<file path="config.mk">
export PLATFORM = sky130hd
export DESIGN_NAME = centipede_io
export DESIGN_NICKNAME = d
export VERILOG_FILES = /design/src/verilog/centipede_pkg.sv /design/src/verilog/cpu_bus_if.sv /design/src/verilog/addr_decoder.sv /design/src/verilog/video_timing.sv /design/src/verilog/control_panel.sv /design/src/verilog/color_ram.sv /design/src/verilog/centipede_io.sv
export SDC_FILE = /design/constraint.sdc
export NUM_CORES = 1
export LEC_CHECK = 0
export BUFFER_PORTS_ARGS = -buffer_cell sky130_fd_sc_hd__buf_2
export CAP_MARGIN = 20
export CORE_UTILIZATION = 55
export CTS_CLUSTER_DIAMETER = 100
export DETAILED_ROUTE_END_ITERATION = 8
export PLACE_DENSITY = 0.77
export REMOVE_ABC_BUFFERS = 1
export SLEW_MARGIN = 20
export SYNTH_ARGS = -nofsm -noshare
export SYNTH_HDL_FRONTEND = slang
export SYNTH_HIERARCHICAL = 1
export SYNTH_SLANG_ARGS = --single-unit
</file>
<file path="constraint.sdc">
create_clock -name s_6mhz -period 3.6 [get_ports s_6mhz]
set_input_delay 1.08 -clock s_6mhz [delete_from_list [all_inputs] [get_ports s_6mhz]]
set_output_delay 1.08 -clock s_6mhz [all_outputs]
set_load 0.1 [all_outputs]
</file>
<file path="src/verilog/centipede_pkg.sv">
`default_nettype none

package centipede_pkg;

   // 1 KB regions, selected by address bits 13 to 10
   typedef enum logic [3:0] {
      rgn_ram      = 4'd0,
      rgn_pf       = 4'd1,
      rgn_sw       = 4'd2,
      rgn_in       = 4'd3,
      rgn_pokey    = 4'd4,
      rgn_coloram  = 4'd5,
      rgn_irqres   = 4'd6,
      rgn_out0     = 4'd7,
      rgn_watchdog = 4'd8,
      rgn_steerclr = 4'd9
   } region_e;

   // region plus offset inside the 1 KB window
   typedef struct packed {
      region_e    region;
      logic [9:0] offset;
   } map_view_t;

   // the output latch only looks at the low three address bits
   typedef struct packed {
      region_e    region;
      logic [6:0] spare;
      logic [2:0] bit_idx;
   } latch_view_t;

   typedef union packed {
      map_view_t   map;
      latch_view_t latch;
   } cpu_addr_u;

   typedef logic [7:0] byte_t;
   typedef logic [3:0] nibble_t;

   // horizontal counts in pixels
   localparam int H_TOTAL       = 384;
   localparam int H_BLANK_START = 256;
   localparam int H_SYNC_START  = 288;
   localparam int H_SYNC_END    = 320;

   // vertical counts in lines
   localparam int V_TOTAL       = 256;
   localparam int V_BLANK_START = 240;
   localparam int V_SYNC_START  = 244;
   localparam int V_SYNC_END    = 248;

   // interrupt set and cleared by line number within each 64 line block
   localparam int IRQ_SET_LINE  = 48;
   localparam int IRQ_CLR_LINE  = 16;
   localparam int IRQ_PERIOD    = 64;

endpackage

`default_nettype wire

</file>
<file path="src/verilog/cpu_bus_if.sv">
`timescale 1ns/100ps
`default_nettype none

interface cpu_bus_if;

   // address and write data as seen on the bus
   centipede_pkg::cpu_addr_u addr;
   centipede_pkg::byte_t     wdata;

   // read selects, only high while rd_i is high
   logic                     sw_rd_sel;
   logic                     in_rd_sel;

   // write strobes, one cycle each
   logic                     color_we;
   logic                     out_we;
   logic                     steer_clr;
   logic                     irq_ack;

   // read data back to the decoder
   centipede_pkg::byte_t     panel_rdata;
   centipede_pkg::nibble_t   color_rdata;

   modport dec (
      output addr, wdata, sw_rd_sel, in_rd_sel, color_we, out_we, steer_clr, irq_ack,
      input  panel_rdata, color_rdata
   );

   modport panel (
      input  addr, wdata, sw_rd_sel, in_rd_sel, out_we, steer_clr,
      output panel_rdata
   );

   modport color (
      input  addr, wdata, color_we,
      output color_rdata
   );

   modport timing (
      input  irq_ack
   );

endinterface

`default_nettype wire

</file>
<file path="src/verilog/addr_decoder.sv">
`timescale 1ns/100ps
`default_nettype none

module addr_decoder (
   input  logic                     s_6mhz,
   input  logic                     reset,
   input  centipede_pkg::cpu_addr_u addr_i,
   input  centipede_pkg::byte_t     wdata_i,
   input  logic                     wr_i,
   input  logic                     rd_i,
   output centipede_pkg::byte_t     rdata_o,
   cpu_bus_if.dec                   bus
);

   centipede_pkg::region_e region;
   logic                   color_hit;
   centipede_pkg::byte_t   rd_mux;

   // region comes from the top four address bits
   assign region = addr_i.map.region;

   // upper half of the colour window was the earom, now dropped
   assign color_hit = (region == centipede_pkg::rgn_coloram) && !addr_i.map.offset[9];

   // address and data go straight to the datapaths
   assign bus.addr  = addr_i;
   assign bus.wdata = wdata_i;

   // read selects steer the panel read mux
   assign bus.sw_rd_sel = rd_i && (region == centipede_pkg::rgn_sw);
   assign bus.in_rd_sel = rd_i && (region == centipede_pkg::rgn_in);

   // write strobes act at the edge where wr_i is sampled
   assign bus.color_we  = wr_i && color_hit;
   assign bus.out_we    = wr_i && (region == centipede_pkg::rgn_out0);
   assign bus.steer_clr = wr_i && (region == centipede_pkg::rgn_steerclr);
   assign bus.irq_ack   = wr_i && (region == centipede_pkg::rgn_irqres);

   // read source by region
   always_comb
   begin
      case (region)
         centipede_pkg::rgn_sw,
         centipede_pkg::rgn_in:
         begin
            rd_mux = bus.panel_rdata;
         end
         centipede_pkg::rgn_coloram:
         begin
            // colour nibble, zero extended
            rd_mux = color_hit ? {4'h0, bus.color_rdata} : 8'h00;
         end
         default:
         begin
            // ram, pf, pokey and the write only regions read as zero
            rd_mux = 8'h00;
         end
      endcase
   end

   // read data shows one edge after rd_i and holds until the next read
   always_ff @(posedge s_6mhz or posedge reset)
   begin
      if (reset)
      begin
         rdata_o <= 8'h00;
      end
      else if (rd_i)
      begin
         rdata_o <= rd_mux;
      end
   end

   // the bus master never reads and writes in the same cycle
   a_no_rd_wr : assert property (@(posedge s_6mhz) disable iff (reset) !(rd_i && wr_i));

endmodule

`default_nettype wire

</file>
<file path="src/verilog/video_timing.sv">
`timescale 1ns/100ps
`default_nettype none

module video_timing (
   input  logic      s_6mhz,
   input  logic      reset,
   cpu_bus_if.timing bus,
   output logic      hsync_o,
   output logic      vsync_o,
   output logic      sync_o,
   output logic      hblank_o,
   output logic      vblank_o,
   output logic      irq_o
);

   localparam int H_W = $clog2(centipede_pkg::H_TOTAL);
   localparam int V_W = $clog2(centipede_pkg::V_TOTAL);

   logic [H_W-1:0] h_cnt;
   logic [V_W-1:0] v_cnt;
   logic           h_wrap;
   logic           line_start;
   logic           irq_set;
   logic           irq_clr;

   assign h_wrap     = (h_cnt == H_W'(centipede_pkg::H_TOTAL - 1));
   assign line_start = (h_cnt == '0);

   // line rule, checked at the first pixel of each line
   assign irq_set = line_start &&
                    ((v_cnt % centipede_pkg::IRQ_PERIOD) == centipede_pkg::IRQ_SET_LINE);
   assign irq_clr = line_start &&
                    ((v_cnt % centipede_pkg::IRQ_PERIOD) == centipede_pkg::IRQ_CLR_LINE);

   // pixel counter steps every cycle, line counter on pixel wrap
   always_ff @(posedge s_6mhz or posedge reset)
   begin
      if (reset)
      begin
         h_cnt <= '0;
         v_cnt <= '0;
      end
      else
      begin
         h_cnt <= h_wrap ? '0 : h_cnt + 1'b1;
         if (h_wrap)
         begin
            // 256 lines so the line counter wraps by itself
            v_cnt <= (v_cnt == V_W'(centipede_pkg::V_TOTAL - 1)) ? '0 : v_cnt + 1'b1;
         end
      end
   end

   // registered compares, one cycle behind the counters
   always_ff @(posedge s_6mhz or posedge reset)
   begin
      if (reset)
      begin
         hblank_o <= 1'b0;
         hsync_o  <= 1'b0;
         vblank_o <= 1'b0;
         vsync_o  <= 1'b0;
      end
      else
      begin
         hblank_o <= (h_cnt >= centipede_pkg::H_BLANK_START);
         hsync_o  <= (h_cnt >= centipede_pkg::H_SYNC_START) &&
                     (h_cnt <  centipede_pkg::H_SYNC_END);
         vblank_o <= (v_cnt >= centipede_pkg::V_BLANK_START);
         vsync_o  <= (v_cnt >= centipede_pkg::V_SYNC_START) &&
                     (v_cnt <  centipede_pkg::V_SYNC_END);
      end
   end

   // composite sync, active high
   assign sync_o = hsync_o | vsync_o;

   // interrupt flop, clear wins over set
   always_ff @(posedge s_6mhz or posedge reset)
   begin
      if (reset)
      begin
         irq_o <= 1'b0;
      end
      else if (irq_clr || bus.irq_ack)
      begin
         irq_o <= 1'b0;
      end
      else if (irq_set)
      begin
         irq_o <= 1'b1;
      end
   end

   // horizontal sync sits inside horizontal blank
   a_hsync_in_blank : assert property (@(posedge s_6mhz) disable iff (reset)
                                       hsync_o |-> hblank_o);

endmodule

`default_nettype wire

</file>
<file path="src/verilog/control_panel.sv">
`timescale 1ns/100ps
`default_nettype none

module control_panel #(
   parameter int SYNC_STAGES = 2
) (
   input  logic                 s_6mhz,
   input  logic                 reset,
   cpu_bus_if.panel             bus,
   input  logic                 vblank_i,
   input  logic [9:0]           playerinput_i,
   input  centipede_pkg::byte_t trakball_i,
   input  centipede_pkg::byte_t joystick_i,
   input  centipede_pkg::byte_t sw1_i,
   input  centipede_pkg::byte_t sw2_i,
   output logic [4:1]           led_o,
   output logic [2:0]           coin_ctr_o,
   output logic                 flip_o
);

   logic [7:0]             out_latch;
   logic [3:0]             tb_sel;
   logic [1:0]             axis_ck;
   logic [1:0]             axis_dir;
   logic [1:0]             tb_dir;
   centipede_pkg::nibble_t tb_cnt [2];
   centipede_pkg::byte_t   sw_word;
   centipede_pkg::byte_t   in0_word;
   centipede_pkg::byte_t   in1_word;
   centipede_pkg::byte_t   in_word;

   // addressable latch, data bit 7 goes to the bit picked by the address
   always_ff @(posedge s_6mhz or posedge reset)
   begin
      if (reset)
      begin
         out_latch <= 8'h00;
      end
      else if (bus.out_we)
      begin
         out_latch[bus.addr.latch.bit_idx] <= bus.wdata[7];
      end
   end

   assign flip_o     = out_latch[7];
   assign led_o      = out_latch[6:3];
   // right, centre, left
   assign coin_ctr_o = out_latch[2:0];

   // flip picks player 1, else player 2
   // order is h dir, h clock, v dir, v clock
   assign tb_sel = flip_o ? {trakball_i[7], trakball_i[5], trakball_i[3], trakball_i[1]} :
                            {trakball_i[6], trakball_i[4], trakball_i[2], trakball_i[0]};

   // axis 1 is horizontal, axis 0 vertical
   assign axis_dir = {tb_sel[3], tb_sel[1]};
   assign axis_ck  = {tb_sel[2], tb_sel[0]};

   for (genvar ax = 0; ax < 2; ax++)
   begin : g_axis
      logic [SYNC_STAGES-1:0] ck_sync;
      logic [SYNC_STAGES-1:0] dir_sync;
      logic                   ck_prev;
      logic                   ck_rise;
      logic                   dir_q;
      centipede_pkg::nibble_t cnt;

      // clock and direction go through the same synchronizer depth
      assign ck_rise = ck_sync[SYNC_STAGES-1] & ~ck_prev;

      always_ff @(posedge s_6mhz or posedge reset)
      begin
         if (reset)
         begin
            ck_sync  <= '0;
            dir_sync <= '0;
            ck_prev  <= 1'b0;
            dir_q    <= 1'b0;
            cnt      <= '0;
         end
         else
         begin
            ck_sync  <= (ck_sync << 1) | SYNC_STAGES'(axis_ck[ax]);
            dir_sync <= (dir_sync << 1) | SYNC_STAGES'(axis_dir[ax]);
            ck_prev  <= ck_sync[SYNC_STAGES-1];
            // step by the direction seen at the last clock edge
            if (bus.steer_clr)
            begin
               cnt <= '0;
            end
            else if (ck_rise)
            begin
               cnt <= dir_q ? cnt + 1'b1 : cnt - 1'b1;
            end
            if (ck_rise)
            begin
               dir_q <= dir_sync[SYNC_STAGES-1];
            end
         end
      end

      assign tb_cnt[ax] = cnt;
      assign tb_dir[ax] = dir_q;
   end

   // option switches, address bit 0 picks bank 2
   assign sw_word = bus.addr.map.offset[0] ? sw2_i : sw1_i;

   // in0, coins are forced by their counter drives
   assign in0_word = bus.addr.map.offset[0] ?
                     {playerinput_i[9] | coin_ctr_o[2],
                      playerinput_i[8] | coin_ctr_o[1],
                      playerinput_i[7] | coin_ctr_o[0],
                      playerinput_i[4], playerinput_i[1], playerinput_i[0],
                      playerinput_i[3], playerinput_i[2]} :
                     {tb_dir[1], vblank_i, playerinput_i[6], playerinput_i[5], tb_cnt[1]};

   // in1, joystick or vertical trackball
   assign in1_word = bus.addr.map.offset[0] ? joystick_i : {tb_dir[0], 3'b000, tb_cnt[0]};

   // address bit 1 picks in1
   assign in_word = bus.addr.map.offset[1] ? in1_word : in0_word;

   assign bus.panel_rdata = bus.sw_rd_sel ? sw_word :
                            bus.in_rd_sel ? in_word : 8'h00;

endmodule

`default_nettype wire

</file>
<file path="src/verilog/color_ram.sv">
`timescale 1ns/100ps
`default_nettype none

module color_ram (
   input  logic    s_6mhz,
   cpu_bus_if.color bus
);

   // 16 entries of 4 bit colour
   centipede_pkg::nibble_t mem [16];
   logic [3:0]             idx;

   // low four offset bits select the entry
   assign idx = bus.addr.map.offset[3:0];

   always_ff @(posedge s_6mhz)
   begin
      if (bus.color_we)
      begin
         mem[idx] <= bus.wdata[3:0];
      end
   end

   // readback is asynchronous, decoder registers it
   assign bus.color_rdata = mem[idx];

endmodule

`default_nettype wire

</file>
<file path="src/verilog/centipede_io.sv">
`timescale 1ns/100ps
`default_nettype none

module centipede_io #(
   parameter int SYNC_STAGES = 2
) (
   input  logic        s_6mhz,
   input  logic        reset,
   // bus master side
   input  logic [13:0] addr_i,
   input  logic [7:0]  wdata_i,
   input  logic        wr_i,
   input  logic        rd_i,
   output logic [7:0]  rdata_o,
   // cabinet inputs
   input  logic [9:0]  playerinput_i,
   input  logic [7:0]  trakball_i,
   input  logic [7:0]  joystick_i,
   input  logic [7:0]  sw1_i,
   input  logic [7:0]  sw2_i,
   // latch outputs
   output logic [4:1]  led_o,
   output logic [2:0]  coin_ctr_o,
   output logic        flip_o,
   // video timing
   output logic        hsync_o,
   output logic        vsync_o,
   output logic        sync_o,
   output logic        hblank_o,
   output logic        vblank_o,
   output logic        irq_o
);

   cpu_bus_if bus ();

   addr_decoder u_addr_decoder (
      .s_6mhz  (s_6mhz),
      .reset   (reset),
      .addr_i  (addr_i),
      .wdata_i (wdata_i),
      .wr_i    (wr_i),
      .rd_i    (rd_i),
      .rdata_o (rdata_o),
      .bus     (bus)
   );

   video_timing u_video_timing (
      .s_6mhz   (s_6mhz),
      .reset    (reset),
      .bus      (bus),
      .hsync_o  (hsync_o),
      .vsync_o  (vsync_o),
      .sync_o   (sync_o),
      .hblank_o (hblank_o),
      .vblank_o (vblank_o),
      .irq_o    (irq_o)
   );

   // vblank is also readable through in0
   control_panel #(
      .SYNC_STAGES (SYNC_STAGES)
   ) u_control_panel (
      .s_6mhz        (s_6mhz),
      .reset         (reset),
      .bus           (bus),
      .vblank_i      (vblank_o),
      .playerinput_i (playerinput_i),
      .trakball_i    (trakball_i),
      .joystick_i    (joystick_i),
      .sw1_i         (sw1_i),
      .sw2_i         (sw2_i),
      .led_o         (led_o),
      .coin_ctr_o    (coin_ctr_o),
      .flip_o        (flip_o)
   );

   color_ram u_color_ram (
      .s_6mhz (s_6mhz),
      .bus    (bus)
   );

endmodule

`default_nettype wire

</file>
==> results of run 1 <==
## placed cells by master (no fill, tap or decap), drive strengths merged, types with 3 or more instances in the layout
cell type,instances
bufinv,3
a21boi,6
ha,8
o31ai,3
dfrtp,58
xnor2,9
nand4,3
a22oi,8
a31oi,3
clkinv,3
mux4,21
xor2,3
mux2i,6
nand2,36
nor2b,8
nand3b,4
nor3,6
clkbuf,25
nand4b,3
a21oi,4
nor4b,3
nor2,36
buf,89
and2,3
edfxtp,64
mux2,21
a211oi,4
inv,19
nand2b,8
nor3b,4
nand3,26
o21ai,21
## registers in the layout (all words and copies together), names as in the netlist
name	count
u_video_timing/vsync_o	1
u_video_timing/hsync_o	1
u_video_timing/hblank_o	1
u_control_panel/g_axis.ck_prev	2
u_color_ram/mem	64
u_addr_decoder/rdata_o	8
u_video_timing/vblank_o	1
u_control_panel/g_axis.dir_q	2
u_video_timing/v_cnt	8
u_control_panel/g_axis.cnt	8
u_video_timing/irq_o	1
u_video_timing/h_cnt	9
u_control_panel/g_axis.dir_sync	4
u_control_panel/out_latch	8
u_control_panel/g_axis.ck_sync	4
## path summary, 6_finish.rpt
check,startpoint,endpoint,slack (ns),cells after the start
worst max-delay path,addr_i[11],u_color_ram/mem[2][1],1.01,5
max in group asynchronous,reset,u_video_timing/irq_o,2.33,2
worst min-delay path,u_control_panel/g_axis[0].dir_sync[0],u_control_panel/g_axis[0].dir_sync[1],0.36,0
min in group asynchronous,reset,u_addr_decoder/rdata_o[2],0.58,2
worst min register to register,u_control_panel/g_axis[0].dir_sync[0],u_control_panel/g_axis[0].dir_sync[1],0.36,0
worst max register to register,u_control_panel/g_axis[0].dir_q,u_control_panel/g_axis[0].cnt[3],1.68,6
## through the flow
stage / utilization [%] / setup slack, ns / cell area (sq um)
after CTS: 66.67 / 1.020 / 6914
after global routing: 66.67 / 0.9656 / 6914
after floorplan: - / 0.7761 / 5689
after global placement: 60.99 / 0.5639 / 6325
final: 66.67 / 1.011 / 6914
after detailed placement: 60.99 / 0.5064 / 6325
## worst reg2reg max path: stages (launching register included)
cell and delay (ns):
dfrtp_1 0.41, inv_1 0.19, ha_1 0.27, a21o_1 0.19, a21oi_2 0.16, mux2i_1 0.24, mux2_1 0.34
## layout make-up
| type | count | area, sq um | area share (%) |
|---|---|---|---|
| Sequential cell | 122 | 3373 | 48.79 |
| Clock buffer | 25 | 474.2 | 6.858 |
| Tap cell | 136 | 170.2 | 2.461 |
| Clock inverter | 7 | 115.1 | 1.665 |
| Timing Repair Buffer | 89 | 465.4 | 6.732 |
| Inverter | 19 | 71.32 | 1.031 |
| Multi-Input combinational cell | 278 | 2245 | 32.46 |
## power groups by stage
| stage | registers [mW] | clock network, mW | logic [mW] |
|---|---|---|---|
| after floorplan | 1.69 | 0 | 0.313 |
| after global placement | 1.63 | 0 | 0.504 |
| after detailed placement | 1.63 | 0 | 0.533 |
| after CTS | 1.60 | 1.68 | 0.540 |
| after global routing | 1.62 | 1.74 | 0.589 |
| final | 1.61 | 1.66 | 0.536 |
## metal layers
| layer | vias up | GRT usage [%] | routed length (um) |
|---|---|---|---|
| met5 | - | 0 | 0 |
| met4 | 0 | 11.61 | 275 |
| met3 | 29 | 6.308 | 634 |
| met2 | 120 | 38.61 | 6162 |
| met1 | 1931 | 27.97 | 5056 |
| li1 | 1816 | - | - |
==> results.sh, run 1 <==
export IMPL_outcome="completed"
export IMPL_power_total_mw=3.802
export IMPL_critical_path_arrival_ns=2.75
export IMPL_cts_tree="done"
export IMPL_clock_fmax_mhz=386.2
export IMPL_crit_type="in2reg"
export IMPL_drive_above_1_share_pct=29.81
export IMPL_fin_crit_sh_pct=71.93
export IMPL_rows=37
export IMPL_via_count=3896
export IMPL_p_leak_nw=2.825
export IMPL_antenna_found_initial=0
export IMPL_syn_area_per_cell_sq_um=13.14
export IMPL_vias_per_cell=5.763
export IMPL_holdWs_ns=0.3552
export IMPL_ant_nets=0
export IMPL_finClkSkew_ns=0.006265
export IMPL_ir_worst_vdd_uv=321.3
export IMPL_ioPinCount=90
export IMPL_crit_fanout=6
export IMPL_cts_root_buffer_cell="clkbuf_8"
export IMPL_grt_max_degree=36
export IMPL_track_usage_pct=23.25
export IMPL_gp_congestion=0.7995
export IMPL_h_tree_depth=4
export IMPL_sw_frac_of_total_pct=24.15
export IMPL_timing_final_max_slew_violations=0
export IMPL_critical_path_buf_inv_count=1
export IMPL_grt_overflow=0
export IMPL_syn_inst=451
export IMPL_fillers=723
export IMPL_pwr_share_clk_pct=43.7
export IMPL_cpPeakStageDelay_ns=0.52
export IMPL_cts_resized_gates=0
export IMPL_postCtsSetupRepairBufs=0
export IMPL_slew_headroom_pct=45.75
export IMPL_routed_wl_mm=12.13
export IMPL_min_period_ns=2.589
export IMPL_rsz0062_at_grt="no"
export IMPL_synth_warnings=6
export IMPL_worstMarginPinSlew_ns=0.8128
export IMPL_hold_buffers=0
export IMPL_crit_chain="buf_2, and3b_1, and3_1, or3b_2, nor2_1"
export IMPL_wl_per_cell_um=17.94
export IMPL_fin_nets=605
export IMPL_tns_ns=0
export IMPL_netlist_area_sq_um=5928
export IMPL_internal_power_mw=2.884
export IMPL_hold_path_class="reg2reg"
export IMPL_clock_sinks=122
export IMPL_io_buffers=81
export IMPL_fin_cells=676
export IMPL_clkTransAtPathRegs_ns=0.05
export IMPL_startpoint_type="input port"
export IMPL_grt_pass1_wl_mm=19.29
export IMPL_setup_viol=0
export IMPL_drcViolationCount=0
export IMPL_clock_latency_ns=0.51
export IMPL_drt_first_pass_iters=5
export IMPL_crit_required_ns=3.77
export IMPL_hold_viol=0
export IMPL_n_antenna_cell=0
export IMPL_dieArea_sq_um=11200
export IMPL_start_util_pct=57.17
export IMPL_drt_iter0_drc=276
export IMPL_cts_buffers=17
export IMPL_area_growth_syn_to_layout_pct=16.63
export IMPL_net_switching_power_uw=918.3
export IMPL_placed_cells=644
export IMPL_power_density_nw_per_um2=549.9
export IMPL_grt_pass1_vias=3928
export IMPL_clock_path_buffers=2
export IMPL_fp_dieW_um=105.8
export IMPL_die_y_um=105.8
export IMPL_comb_power_share_pct=14.1
export IMPL_crit_path_end_kind="flip-flop"
export IMPL_cap_violations=0
export IMPL_core_area_sq_um=10370
export IMPL_cp_slowest_cell="or3b_2"
export IMPL_hpwl_mm=8.274
export IMPL_p_seq_share_pct=42.2
export IMPL_path_delay_family="simple AND/OR/NAND/NOR gates"
Power figures use the tool's default switching activity.
==> run 2: changes to the inputs <==
--- a/config.mk
+++ b/config.mk
@@ -5,6 +5,7 @@
 export SDC_FILE = /design/constraint.sdc
 export NUM_CORES = 1
 export LEC_CHECK = 0
+export ABC_AREA = 1
 export BUFFER_PORTS_ARGS = -buffer_cell sky130_fd_sc_hd__buf_2
 export CAP_MARGIN = 20
 export CORE_UTILIZATION = 55
==> constraint.sdc (replaced) <==
create_clock -name s_6mhz -period 2.48 [get_ports s_6mhz]
set_input_delay 0.744 -clock s_6mhz [delete_from_list [all_inputs] [get_ports s_6mhz]]
set_output_delay 0.744 -clock s_6mhz [all_outputs]
set_load 0.1 [all_outputs]
==> run 2 against run 1 <==
  * Final cell count up 43%
  * Critical path type is now reg2out
  * Flip-flop and latch count did not move
  * Cell area is 5.5% higher
  * Critical path depth decreased by 4
  * Hold slack got worse by 0.041 ns
  * Sequential power increased by 43%
  * First-iteration DRC count grew 70%
  * Register-to-register slack got worse by 0.72 ns
==> results.sh, run 2 <==
export IMPL_cts_buffers=17
export IMPL_n_antenna_cell=0
export IMPL_finalWorstSetupSlack_ns=0.3413
export IMPL_timing_final_max_slew_violations=0
export IMPL_crit_fanout=6
export IMPL_clkTransAtPathRegs_ns=0.06
export IMPL_area_growth_syn_to_layout_pct=15.79
export IMPL_worstMarginPinSlew_ns=0.5168
export IMPL_antenna_found_initial=0
export IMPL_tns_ns=0
export IMPL_wl_per_cell_um=14.38
export IMPL_routed_wl_mm=13.95
export IMPL_syn_inst=733
export IMPL_grt_max_degree=35
export IMPL_clock_sinks=122
export IMPL_fin_nets=895
export IMPL_grt_pass1_wl_mm=21.75
export IMPL_largestRegisters="u_color_ram/mem: 64 flops, u_video_timing/h_cnt: 9 flops"
export IMPL_syn_area_per_cell_sq_um=8.595
export IMPL_grt_overflow=0
export IMPL_io_buffers=81
export IMPL_most_common_layout_cells="nand2_1 (281), buf_2 (81), nor2_1 (72)"
export IMPL_crit_required_ns=1.74
export IMPL_fillers=851
export IMPL_critical_path_arrival_ns=1.39
export IMPL_rows=38
export IMPL_startpoint_type="flip-flop"
export IMPL_clock_path_buffers=2
export IMPL_crit_type="reg2out"
export IMPL_clock_fmax_mhz=467.6
export IMPL_dp_slack_ns=0.1492
export IMPL_drt_first_pass_iters=8
export IMPL_netlist_area_sq_um=6300
export IMPL_track_usage_pct=24.54
export IMPL_rsz0062_at_grt="no"
export IMPL_ant_nets=0
export IMPL_fin_crit_sh_pct=86.24
export IMPL_hold_buffers=0
export IMPL_vias_per_cell=5.247
export IMPL_critical_path_buf_inv_count=1
export IMPL_cts_root_buffer_cell="clkbuf_16"
export IMPL_clock_latency_ns=0.42
export IMPL_dieArea_sq_um=11890
export IMPL_drive_above_1_share_pct=22.17
export IMPL_drt_iter0_drc=469
export IMPL_ioPinCount=90
export IMPL_hold_viol=0
export IMPL_crit_path_end_kind="output pin"
export IMPL_cts_resized_gates=0
export IMPL_hpwl_mm=9.976
export IMPL_crit_chain="buf_2"
export IMPL_p_leak_nw=3.578
export IMPL_cts_tree="done"
export IMPL_drcViolationCount=0
export IMPL_power_density_nw_per_um2=740.1
export IMPL_finClkSkew_ns=0.004049
export IMPL_core_area_sq_um=10980
export IMPL_postCtsSetupRepairBufs=0
export IMPL_slew_headroom_pct=65.78
export IMPL_synth_warnings=6
export IMPL_cap_violations=0
export IMPL_via_count=5090
export IMPL_min_period_ns=2.139
export IMPL_grt_pass1_vias=4761
export IMPL_outcome="completed"
export IMPL_start_util_pct=57.36
export IMPL_ir_worst_vdd_uv=559.4
export IMPL_h_tree_depth=4
export IMPL_path_delay_family="flip-flops"
export IMPL_setup_viol=0
export IMPL_cp_slowest_cell="dfrtp_1"
export IMPL_regMostFlops="u_color_ram/mem"
export IMPL_final_common_cell="nand2_1"
export IMPL_hold_path_class="in2async"
export IMPL_fp_dieW_um=109.0
export IMPL_die_y_um=109.0
export IMPL_cpPeakStageDelay_ns=0.49
export IMPL_largest_reg_flops=64
export IMPL_gp_congestion=0.8819
[run 2: power by group]
group	internal [mW]	leakage, nW	switching [mW]
Sequential	2.24	1.33	0.0683
Combinational	0.280	2.00	0.556
Clock	1.37	0.250	0.884
Total	3.89	3.58	1.51
[run 2: worst paths after layout]
check,endpoint,start,cells past startpoint,slack [ns]
worst min-delay path,u_addr_decoder/rdata_o[6],reset,2,0.31
worst max register to register,u_control_panel/g_axis[1].cnt[3],u_control_panel/g_axis[1].dir_q,7,0.96
worst max-delay path,flip_o,u_control_panel/out_latch[7],1,0.34
min in group s_6mhz,u_control_panel/g_axis[0].dir_sync[1],u_control_panel/g_axis[0].dir_sync[0],0,0.35
max in group asynchronous,u_video_timing/irq_o,reset,3,1.61
worst min register to register,u_control_panel/g_axis[0].dir_sync[1],u_control_panel/g_axis[0].dir_sync[0],0,0.35
[run 2: cell type report]
type	instances	area [sq um]	area share, %
inverter	69	266.5	3.654
sequential	122	3373	46.24
clock inverter	14	127.6	1.750
timing repair buffer	92	500.5	6.861
tap	140	175.2	2.401
multi-input combinational	515	2422	33.21
clock buffer	18	429.2	5.883
[run 2: per-stage QoR]
step,hold WS (ns),cells,cell area (sq um),power [mW],util (%)
after floorplan,0.3312,706,6062,2.902,-
after global placement,0.3320,938,6738,3.111,61.35
after detailed placement,0.3362,938,6738,3.166,61.35
after CTS,0.3205,970,7295,5.423,66.42
after global routing,0.3476,970,7295,5.616,66.42
final,0.3144,970,7295,5.398,66.42
[run 2: per-layer routing]
layer	share of wire (%)	wire length (um)	track usage (%)
met1	40	5635	29.36
met2	51	7046	41.96
met3	6.7	939	6.216
met4	2.3	326	10.33
met5	0	0	0
